$ cat src/rtl/lifo_stack_pkg.sv
// LIFO stack shared definitions
`default_nettype none

package lifo_stack_pkg;

  // Wishbone data word and register word index
  typedef logic [31:0] wb_data_t;
  typedef logic [1:0]  wb_addr_t;

  // Register map
  localparam wb_addr_t REG_DATA   = 2'd0;
  localparam wb_addr_t REG_TOP    = 2'd1;
  localparam wb_addr_t REG_STATUS = 2'd2;

  // Status word layout, count in bits 15 to 8
  localparam int STATUS_EMPTY     = 0;
  localparam int STATUS_FULL      = 1;
  localparam int STATUS_OVERFLOW  = 2;
  localparam int STATUS_UNDERFLOW = 3;
  localparam int STATUS_COUNT_LSB = 8;

  // Defaults, depth a power of two up to 128
  localparam int DEFAULT_WIDTH = 16;
  localparam int DEFAULT_DEPTH = 8;

  // Bus port states
  typedef enum logic {IDLE, ACK} port_state_e;

endpackage

`default_nettype wire

$ cat src/rtl/stack_memory.sv
// Stack register-file storage
`timescale 1ns/1ps
`default_nettype none

module stack_memory
  import lifo_stack_pkg::*;
#(
  parameter int WIDTH = DEFAULT_WIDTH,
  parameter int DEPTH = DEFAULT_DEPTH
) (
  input  logic                     clock,
  input  logic                     memory_enable,
  input  logic                     memory_write_enable,
  input  logic [$clog2(DEPTH)-1:0] memory_address,
  input  logic [WIDTH-1:0]         memory_write_data,
  output logic [WIDTH-1:0]         memory_read_data
);

  localparam int ADDR_WIDTH = $clog2(DEPTH);

  // Word array, contents undefined until written
  logic [WIDTH-1:0] memory [DEPTH];

  // Write on the rising edge when selected
  always_ff @(posedge clock) begin
    if (memory_enable && memory_write_enable) begin
      memory[memory_address] <= memory_write_data;
    end
  end

  // Zero-latency read, shows the word before a same-cycle write
  assign memory_read_data = memory[memory_address[ADDR_WIDTH-1:0]];

endmodule

`default_nettype wire

$ cat src/rtl/lifo_controller.sv
// LIFO stack pointer controller
`timescale 1ns/1ps
`default_nettype none

module lifo_controller
  import lifo_stack_pkg::*;
#(
  parameter int WIDTH = DEFAULT_WIDTH,
  parameter int DEPTH = DEFAULT_DEPTH
) (
  input  logic                         clock,
  input  logic                         resetn,
  // Operation strobes
  input  logic                         push,
  input  logic                         pop,
  input  logic                         peek,
  input  logic [WIDTH-1:0]             write_data,
  output logic [WIDTH-1:0]             read_data,
  // Status
  output logic                         full,
  output logic                         empty,
  output logic [7:0]                   count,
  output logic                         overflow,
  output logic                         underflow,
  // Memory side
  output logic                         memory_enable,
  output logic                         memory_write_enable,
  output logic [$clog2(DEPTH)-1:0]     memory_address,
  output logic [WIDTH-1:0]             memory_write_data,
  input  logic [WIDTH-1:0]             memory_read_data
);

  localparam int ADDR_WIDTH = $clog2(DEPTH);

  // One extra bit so a full stack is distinct from an empty one
  logic [ADDR_WIDTH:0] pointer;
  logic [ADDR_WIDTH:0] pointer_minus_one;
  logic                push_only;
  logic                pop_only;
  logic                replace;
  logic                push_ok;
  logic                pop_ok;
  logic                replace_ok;

  assign full  = (pointer == DEPTH[ADDR_WIDTH:0]);
  assign empty = (pointer == '0);
  // Occupancy zero-extended to the status field
  assign count = 8'(pointer);

  // Push and pop together replace the top word
  assign replace   = push && pop;
  assign push_only = push && !pop;
  assign pop_only  = pop && !push;

  // Guarding
  assign push_ok    = push_only && !full;
  assign pop_ok     = pop_only && !empty;
  assign replace_ok = replace && !empty;
  assign overflow   = push_only && full;
  // Covers both a plain pop and a replace
  assign underflow  = pop && empty;

  always_ff @(posedge clock or negedge resetn) begin
    if (!resetn) begin
      pointer <= '0;
    end else if (push_ok) begin
      pointer <= pointer + 1'b1;
    end else if (pop_ok) begin
      pointer <= pointer - 1'b1;
    end
  end

  // Top word lives one below the pointer
  assign pointer_minus_one = pointer - 1'b1;

  assign memory_enable       = push || pop || peek;
  assign memory_write_enable = push_ok || replace_ok;
  // Push writes at the pointer, everything else hits the top word
  assign memory_address      = push_only ? pointer[ADDR_WIDTH-1:0]
                                         : pointer_minus_one[ADDR_WIDTH-1:0];
  assign memory_write_data   = write_data;

  // Pre-write value, zero when there is no top word
  assign read_data = empty ? '0 : memory_read_data;

  // Pointer stays within the array
  assert property (@(posedge clock) disable iff (!resetn)
    pointer <= DEPTH[ADDR_WIDTH:0]);

  // No write strobe without the memory being selected
  assert property (@(posedge clock) disable iff (!resetn)
    memory_write_enable |-> memory_enable);

endmodule

`default_nettype wire

$ cat src/rtl/wb_stack_port.sv
// Wishbone slave port for the stack
`timescale 1ns/1ps
`default_nettype none

module wb_stack_port
  import lifo_stack_pkg::*;
#(
  parameter int WIDTH = DEFAULT_WIDTH
) (
  input  logic             clock,
  input  logic             resetn,
  // Wishbone classic slave
  input  logic             cyc,
  input  logic             stb,
  input  logic             we,
  input  wb_addr_t         adr,
  input  wb_data_t         dat_w,
  output wb_data_t         dat_r,
  output logic             ack,
  // Controller strobes
  output logic             push,
  output logic             pop,
  output logic             peek,
  output logic [WIDTH-1:0] write_data,
  input  logic [WIDTH-1:0] read_data,
  // Controller status
  input  logic             full,
  input  logic             empty,
  input  logic [7:0]       count,
  input  logic             overflow,
  input  logic             underflow
);

  port_state_e state;
  port_state_e state_next;
  logic        access;
  logic        status_write;
  logic        overflow_flag;
  logic        underflow_flag;
  wb_data_t    status_word;

  // Accept in IDLE, answer in the next cycle
  always_comb begin
    state_next = state;
    case (state)
      IDLE:    if (cyc && stb) state_next = ACK;
      ACK:     state_next = IDLE;
      default: state_next = IDLE;
    endcase
  end

  always_ff @(posedge clock or negedge resetn) begin
    if (!resetn) begin
      state <= IDLE;
    end else begin
      state <= state_next;
    end
  end

  assign ack = (state == ACK);

  // Operation decode, only in the ack cycle
  assign access       = ack && cyc && stb;
  assign push         = access && we && (adr == REG_DATA || adr == REG_TOP);
  assign pop          = access && (adr == REG_DATA ? !we : (adr == REG_TOP && we));
  assign peek         = access && !we && (adr == REG_TOP);
  assign status_write = access && we && (adr == REG_STATUS);

  // Upper bus bits dropped
  assign write_data = dat_w[WIDTH-1:0];

  // Sticky error flags
  always_ff @(posedge clock or negedge resetn) begin
    if (!resetn) begin
      overflow_flag  <= 1'b0;
      underflow_flag <= 1'b0;
    end else begin
      overflow_flag  <= (overflow_flag && !status_write) || overflow;
      underflow_flag <= (underflow_flag && !status_write) || underflow;
    end
  end

  // Status word from pre-operation state
  always_comb begin
    status_word                          = '0;
    status_word[STATUS_EMPTY]            = empty;
    status_word[STATUS_FULL]             = full;
    status_word[STATUS_OVERFLOW]         = overflow_flag;
    status_word[STATUS_UNDERFLOW]        = underflow_flag;
    status_word[STATUS_COUNT_LSB +: 8]   = count;
  end

  // Read mux, stack words zero-extended
  always_comb begin
    dat_r = '0;
    if (ack && !we) begin
      case (adr)
        REG_DATA, REG_TOP: dat_r = wb_data_t'(read_data);
        REG_STATUS:        dat_r = status_word;
        default:           dat_r = '0;
      endcase
    end
  end

  // Single-cycle ack
  assert property (@(posedge clock) disable iff (!resetn) ack |=> !ack);

  // Strobes only while acknowledging
  assert property (@(posedge clock) disable iff (!resetn)
    (state != ACK) |-> !(push || pop || peek));

endmodule

`default_nettype wire

$ cat src/rtl/lifo_stack_top.sv
// LIFO stack top level
`timescale 1ns/1ps
`default_nettype none

module lifo_stack_top
  import lifo_stack_pkg::*;
#(
  parameter int WIDTH = DEFAULT_WIDTH,
  parameter int DEPTH = DEFAULT_DEPTH
) (
  input  logic     clock,
  input  logic     resetn,
  input  logic     cyc,
  input  logic     stb,
  input  logic     we,
  input  wb_addr_t adr,
  input  wb_data_t dat_w,
  output wb_data_t dat_r,
  output logic     ack
);

  localparam int ADDR_WIDTH = $clog2(DEPTH);

  // Port to controller
  logic             push;
  logic             pop;
  logic             peek;
  logic [WIDTH-1:0] write_data;
  logic [WIDTH-1:0] read_data;
  logic             full;
  logic             empty;
  logic [7:0]       count;
  logic             overflow;
  logic             underflow;

  // Controller to memory
  logic                  memory_enable;
  logic                  memory_write_enable;
  logic [ADDR_WIDTH-1:0] memory_address;
  logic [WIDTH-1:0]      memory_write_data;
  logic [WIDTH-1:0]      memory_read_data;

  wb_stack_port #(
    .WIDTH (WIDTH)
  ) wb_stack_port_inst (
    .clock      (clock),
    .resetn     (resetn),
    .cyc        (cyc),
    .stb        (stb),
    .we         (we),
    .adr        (adr),
    .dat_w      (dat_w),
    .dat_r      (dat_r),
    .ack        (ack),
    .push       (push),
    .pop        (pop),
    .peek       (peek),
    .write_data (write_data),
    .read_data  (read_data),
    .full       (full),
    .empty      (empty),
    .count      (count),
    .overflow   (overflow),
    .underflow  (underflow)
  );

  lifo_controller #(
    .WIDTH (WIDTH),
    .DEPTH (DEPTH)
  ) lifo_controller_inst (
    .clock               (clock),
    .resetn              (resetn),
    .push                (push),
    .pop                 (pop),
    .peek                (peek),
    .write_data          (write_data),
    .read_data           (read_data),
    .full                (full),
    .empty               (empty),
    .count               (count),
    .overflow            (overflow),
    .underflow           (underflow),
    .memory_enable       (memory_enable),
    .memory_write_enable (memory_write_enable),
    .memory_address      (memory_address),
    .memory_write_data   (memory_write_data),
    .memory_read_data    (memory_read_data)
  );

  stack_memory #(
    .WIDTH (WIDTH),
    .DEPTH (DEPTH)
  ) stack_memory_inst (
    .clock               (clock),
    .memory_enable       (memory_enable),
    .memory_write_enable (memory_write_enable),
    .memory_address      (memory_address),
    .memory_write_data   (memory_write_data),
    .memory_read_data    (memory_read_data)
  );

endmodule

`default_nettype wire

$ cat config.mk
export PLATFORM = sky130hd
export DESIGN_NAME = lifo_stack_top
export DESIGN_NICKNAME = d
export VERILOG_FILES = /design/src/rtl/lifo_stack_pkg.sv /design/src/rtl/stack_memory.sv /design/src/rtl/lifo_controller.sv /design/src/rtl/wb_stack_port.sv /design/src/rtl/lifo_stack_top.sv
export SDC_FILE = /design/constraint.sdc
export NUM_CORES = 1
export LEC_CHECK = 0
export BUFFER_PORTS_ARGS = -buffer_cell sky130_fd_sc_hd__buf_2
export CAP_MARGIN = 20
export CORE_ASPECT_RATIO = 1.4
export CORE_MARGIN = 10
export CORE_UTILIZATION = 46
export DETAILED_ROUTE_END_ITERATION = 6
export PLACE_DENSITY_LB_ADDON = 0.05
export SLEW_MARGIN = 25
export SYNTH_ARGS = -nofsm -noshare
export SYNTH_HDL_FRONTEND = slang
export SYNTH_HIERARCHICAL = 1
export SYNTH_SLANG_ARGS = --single-unit
$ cat constraint.sdc
create_clock -name clock -period 5.5 [get_ports clock]
set_input_delay 1.1 -clock clock [delete_from_list [all_inputs] [get_ports clock]]
set_output_delay 1.1 -clock clock [all_outputs]
set_load 0.01 [all_outputs]
Yosys cells after proc, flatten, opt, wreduce, memory -nomap -nowiden
Memory sizes are Yosys's and may differ from the RTL's.
Cells that the tools add are included.
{ "totals": {"regBits": 7, "ramBits": 128, "in_bits": 39, "out_inout_bits": 33, "elab_cells": 60, "mem_count": 1} }
{ "mem_list": {"columns": ["name", "words", "width", "rd", "rd_ports_with_merged_regs", "wr", "line", "text"], "rows": [
  ["stack_memory_inst.memory", 8, 16, 1, 0, 1, "stack_memory.sv:22", "logic [WIDTH-1:0] memory [DEPTH];"]
]} }
{ "op_classes": {"addsub": 2, "n_eq_ne": 3, "muxes": 11, "bitwise_logic": 1, "n_reduce_logical": 38} }
{ "op_table": {"columns": ["operator", "n"], "rows": [
  ["32-bit 2-to-1 mux", 1],
  ["16-bit one-hot mux with 2 select lines", 1],
  ["1-bit logical AND", 22],
  ["16-bit 2-to-1 mux", 1],
  ["4-bit 2-to-1 mux", 2],
  ["1-bit logical NOT", 6],
  ["1-bit logical OR", 6],
  ["4-bit by 1-bit adder with 4-bit output (second input constant)", 1],
  ["4-bit == test (second input constant)", 1],
  ["4-bit logical NOT", 1],
  ["1-bit 2-to-1 mux", 4],
  ["4-bit by 1-bit subtractor with 4-bit output (second input constant)", 1],
  ["3-bit 2-to-1 mux", 1],
  ["2-bit by 1-bit == test with 1-bit output (second input constant)", 1],
  ["2-bit == test (second input constant)", 1],
  ["2-bit logical NOT", 1],
  ["1-bit one-hot mux with 2 select lines", 1],
  ["2-bit nonzero test", 1],
  ["2-bit OR reduction", 1],
  ["1-bit inverter", 1]
]} }

Logic depth before layout (Yosys ltp)
{ "logic_depth": {"ltp_word": 11, "ltp_mapped": 14, "depth_no_buf": 11} }

Modules after synthesis
Netlist, hierarchy kept.
{ "by_module_without_submodules": {"columns": ["module", "instances", "cells_each", "area_each_um2", "seq_area_each_um2"], "rows": [
  ["stack_memory", 1, 206, 4969.8, 3843.7],
  ["lifo_controller", 1, 91, 693.2, 100.1],
  ["wb_stack_port", 1, 67, 593.1, 75.1]
]} }

Worst setup path after synthesis
No wires, ideal clock.
{ "synth_path": {"path_type": "input to output", "from": "input stb", "to": "output dat_r[11]", "t_arrival_ps": 3457, "t_required_ps": 4400, "slack_ps": 943, "cell_stages": 12, "path_buffers": 4, "path_cell_list": "nand3_1 -> nor3_1 -> buf_2 -> nand2b_1 -> buf_2 -> xnor2_1 -> buf_6 -> buf_12 -> mux4_1 -> mux2_2 -> nor2b_1 -> a22o_1"} }
{ "synth_between": {"elab_chain_len": 9, "elab_cells_between_ends": 11, "cone_classes": "4 x mux; 6 x reduce/logical; 1 x memory"} }
{ "synth_lines": {"columns": ["item", "line", "text"], "rows": [
  ["start, declared", "lifo_stack_top.sv:14", "input logic stb,"],
  ["1-bit logical AND", "wb_stack_port.sv:63", "assign access = ack && cyc && stb;"],
  ["1-bit logical AND", "wb_stack_port.sv:65", "assign pop = access && (adr == REG_DATA ? !we : (adr == REG_TOP && we));"],
  ["via pop", "lifo_stack_top.sv:26", "logic pop;"],
  ["1-bit logical NOT", "lifo_controller.sv:52", "assign push_only = push && !pop;"],
  ["1-bit logical AND", "lifo_controller.sv:52", null],
  ["3-bit 2-to-1 mux", "lifo_controller.sv:79", "assign memory_address = push_only ? pointer[ADDR_WIDTH-1:0]"],
  ["via memory_address[0]", "lifo_stack_top.sv:39", "logic [ADDR_WIDTH-1:0] memory_address;"],
  ["memory read 8 x 16 bit", null, null],
  ["via memory_read_data[11]", "lifo_stack_top.sv:41", "logic [WIDTH-1:0] memory_read_data;"],
  ["16-bit 2-to-1 mux", "lifo_controller.sv:84", "assign read_data = empty ? '0 : memory_read_data;"],
  ["via read_data[11]", "lifo_stack_top.sv:29", "logic [WIDTH-1:0] read_data;"],
  ["16-bit one-hot mux with 2 select lines", "wb_stack_port.sv:97", "case (adr)"],
  ["32-bit 2-to-1 mux", "wb_stack_port.sv:96", "if (ack && !we) begin"],
  ["end, declared", "lifo_stack_top.sv:18", "output wb_data_t dat_r,"]
]} }
The timed path passes the listed nets, and every way through them passes these cells.

Final worst setup path
{ "layout_path": {"from": "input stb", "to": "output dat_r[3]"} }
{ "layout_between": {"elab_chain_len": 9, "elab_cells_between_ends": 11, "cone_classes": "4 x mux; 6 x reduce/logical; 1 x memory"} }
{ "layout_lines": {"columns": ["item", "line", "text"], "rows": [
  ["1-bit logical AND", "wb_stack_port.sv:63", null],
  ["1-bit logical AND (2 in series)", "wb_stack_port.sv:64", "assign push = access && we && (adr == REG_DATA || adr == REG_TOP);"],
  ["via push", "lifo_stack_top.sv:25", "logic push;"],
  ["1-bit logical AND", "lifo_controller.sv:52", null],
  ["3-bit 2-to-1 mux", "lifo_controller.sv:79", null],
  ["via memory_address[0]", "lifo_stack_top.sv:39", null],
  ["memory read 8 x 16 bit", null, null],
  ["via memory_read_data[3]", "lifo_stack_top.sv:41", null],
  ["16-bit 2-to-1 mux", "lifo_controller.sv:84", null],
  ["via read_data[3]", "lifo_stack_top.sv:29", null],
  ["16-bit one-hot mux with 2 select lines", "wb_stack_port.sv:97", null],
  ["32-bit 2-to-1 mux", "wb_stack_port.sv:96", null]
]} }
The timed path passes the listed nets, and every way through them passes these cells.

==> flow_summary.toml <==
[clock_network]
postCtsHoldBufs = 0
htree_levels = 4
worstSkewPairLatency_ps = 410
clkSlewWorstSetupHoldPaths_ps = 50
cts_buffers = 17
cts_tree = "yes"
postCtsResizedCells = 0
cts_sinks = 135
cts_max_path_buffers = 2
root_buffer = "clkbuf_16"
post-cts-setup-buffer-count = 0

[synth]
synth-simple-area-share_pct = 6.860
synthMuxAreaShare_pct = 15.06
synth_compound_area_share_pct = 3.740
synth_top_family_by_area = "multiplexers"
yosysTopAreaCellShare_pct = 61.44
syn_area_um2 = 6256
synth_area_leader_cell = "edfxtp_1"
synthCells = 364
synth_cell_types = 48
yosysWarnings = 6
synth-seq-cells = 135
ys_seq_area_share_pct = 64.24
syn-mean-instance-area_um2 = 17.19
synthAdderAreaFrac_pct = 0.4000
synth_edf_count = 128
synth_area_leaders = "edfxtp_1 (61%), mux4_1 (7.6%), buf_4 (6.4%), mux4_2 (4.3%), dfrtp_1 (2.8%)"
synthArstFlopShare_pct = 5.185
ys.flop_type = "edfxtp_1"
synth-xor-area-share_pct = 0.8400

[sta]
rsz0062_at_grt = "false"
hold_violations = 0
setup_tns_ps = 0
fin_crit_sh_pct = 92.46
setup_violations = 0
drv_slew = 0
fin_ws_ps = 414.8
max_freq_mhz = 196.6
max-slew-margin-rel_pct = 47.93
skew_ps = 5.283
hold_slack_ps = 490.9
fin_crit_ps = 5085
worst_pin_slew_ps = 779.9

[pwr]
power_per_cell_area_nw_per_um2 = 468.3
p_total_mw = 3.267
ir_drop_uv = 270.9
p_leak_nw = 2.489

[detailed_routing]
antenna_left = 0
via_per_inst = 5.178
wl_per_cell_um = 20.96
drt_iter0_drc = 205
drt_pass1_iterations = 4
wirelength_mm = 12.22
drc = 0
dr_total_vias = 3019

[worst_hold_path]
hold_path_class = "reg2reg"

[floorplan]
num_io_pins = 72
fp.dieW_um = 118.6
coreArea_um2 = 13390
initial_utilization_pct = 46.73
rows = 50
die_h_um = 158.0
dieArea_um2 = 18730

[worst_setup_path]
cp.required_ps = 4400
worstSetupStartpointType = "primary input"
endpoint_kind = "output port"
criticalPathCategory = "in2out"
worst_ep_arrival_time_ps = 3990
cp_max_fo = 38

[grt]
grt_overflow = 0
grt_pass1_vias = 3122
grt_max_degree = 39
antenna_found_initial = 0
grt_pass1_wl_mm = 18.77
grt_use_total_pct = 13.50

[placement]
io_buffers = 39
place.gp.congestion = 0.7564
dp_slack_ps = 262.2
hpwlAfterDp_mm = 7.771

[finish]
layout.nets = 429
final_cell_mix = "edfxtp_1 (128), buf_2 (39), nor2b_1 (20), conb_1 (20), mux4_1 (18)"
synthToLayoutAreaGrowth_pct = 11.52
nFillCells = 1139
drive_gt1_share_pct = 31.92
diodes = 0
final_common_cell = "edfxtp_1"

[outcome]
status = "finished clean"

[flow_run]
cap_violations = 0
-- Yosys cell counts, types with 3 or more instances --
cell type	instances
a21oi_1	3
mux4_2	12
dfrtp_1	7
nor3_1	4
mux4_1	18
edfxtp_1	128
inv_1	4
o21ai_0	3
nand3_1	3
nor2_1	9
buf_2	9
nor3b_1	3
mux2i_1	3
nor2b_1	20
and2_2	4
nand2b_1	5
mux2_2	15
buf_6	3
xor2_1	3
buf_1	3
nand2_1	6
a22o_1	13
buf_4	53
xnor2_1	3
-- registers in the layout (all words and copies together), names as in the netlist --
signal and flops:
lifo_controller_inst/pointer 4, wb_stack_port_inst/ack 1, wb_stack_port_inst/underflow_flag 1, wb_stack_port_inst/overflow_flag 1
stack_memory_inst/memory 128
-- layout make-up --
type                    count  area (µm²)  share of cell area [%]
multi-input cells         172        1799                   25.79
clock buffers              23       478.0                   6.851
clock inverters             9       75.07                   1.076
flip-flops and latches    135        4019                   57.60
repair buffers             58       362.8                   5.201
well taps                 182       227.7                   3.264
inverters                   4       15.01                  0.2152
-- report_power, final --
part	internal [mW]	switching [mW]
registers	1.14	0.0350
clock network	0.652	0.389
logic	0.556	0.495
-- metrics by stage --
| stage | utilization [%] | cells | cell area (µm²) |
|---|---|---|---|
| floorplan | - | 382 | 6324 |
| global placement | 47.93 | 551 | 6416 |
| detailed placement | 47.93 | 551 | 6416 |
| CTS | 52.06 | 583 | 6969 |
| global route | 52.11 | 583 | 6977 |
| finish | 52.11 | 583 | 6977 |
-- path summary, 6_finish.rpt --
| check | start | to | slack [ps] | cells after the start |
|---|---|---|---|---|
| max | stb | dat_r[3] | 410 | 11 |
| min | wb_stack_port_inst/ack | wb_stack_port_inst/ack | 490 | 1 |
| max reg2reg | wb_stack_port_inst/ack | stack_memory_inst/memory[6][9] | 1970 | 9 |
| min reg2reg | wb_stack_port_inst/ack | wb_stack_port_inst/ack | 490 | 1 |
| max in group asynchronous | resetn | wb_stack_port_inst/ack | 4790 | 1 |
| min in group asynchronous | resetn | lifo_controller_inst/pointer[3] | 530 | 1 |
-- routing by layer --
layer  wire length [µm]  part of all wire [%]  GRT usage, %
met1               5498                    45         16.93
met2               6065                    50         21.72
met3                519                   4.2         4.492
met4                139                   1.1         4.257
met5                  0                     0             0
-- logic make-up (layout without fill, tap and decap cells) --
kind of cell / count (synthesis) / in the layout
DFF: 135 / 135
buffers and inverters: 75 / 94
and+or+nand+nor: 66 / 66
muxes: 48 / 48
AOI/OAI and AO/OA: 30 / 30
xor gates and xnor gates: 6 / 6
adders and majority gates: 2 / 2
other: 2 / 20
-- worst max-delay path: stages --
cell,delay [ps]
buf_2,90
nand3_1,170
nor3b_1,310
nand2b_1,320
xnor2_2,280
buf_12,310
mux4_1,610
mux2_2,280
nor2b_1,150
a22o_1,210
buf_2,140
Power figures use the tool's default switching activity.
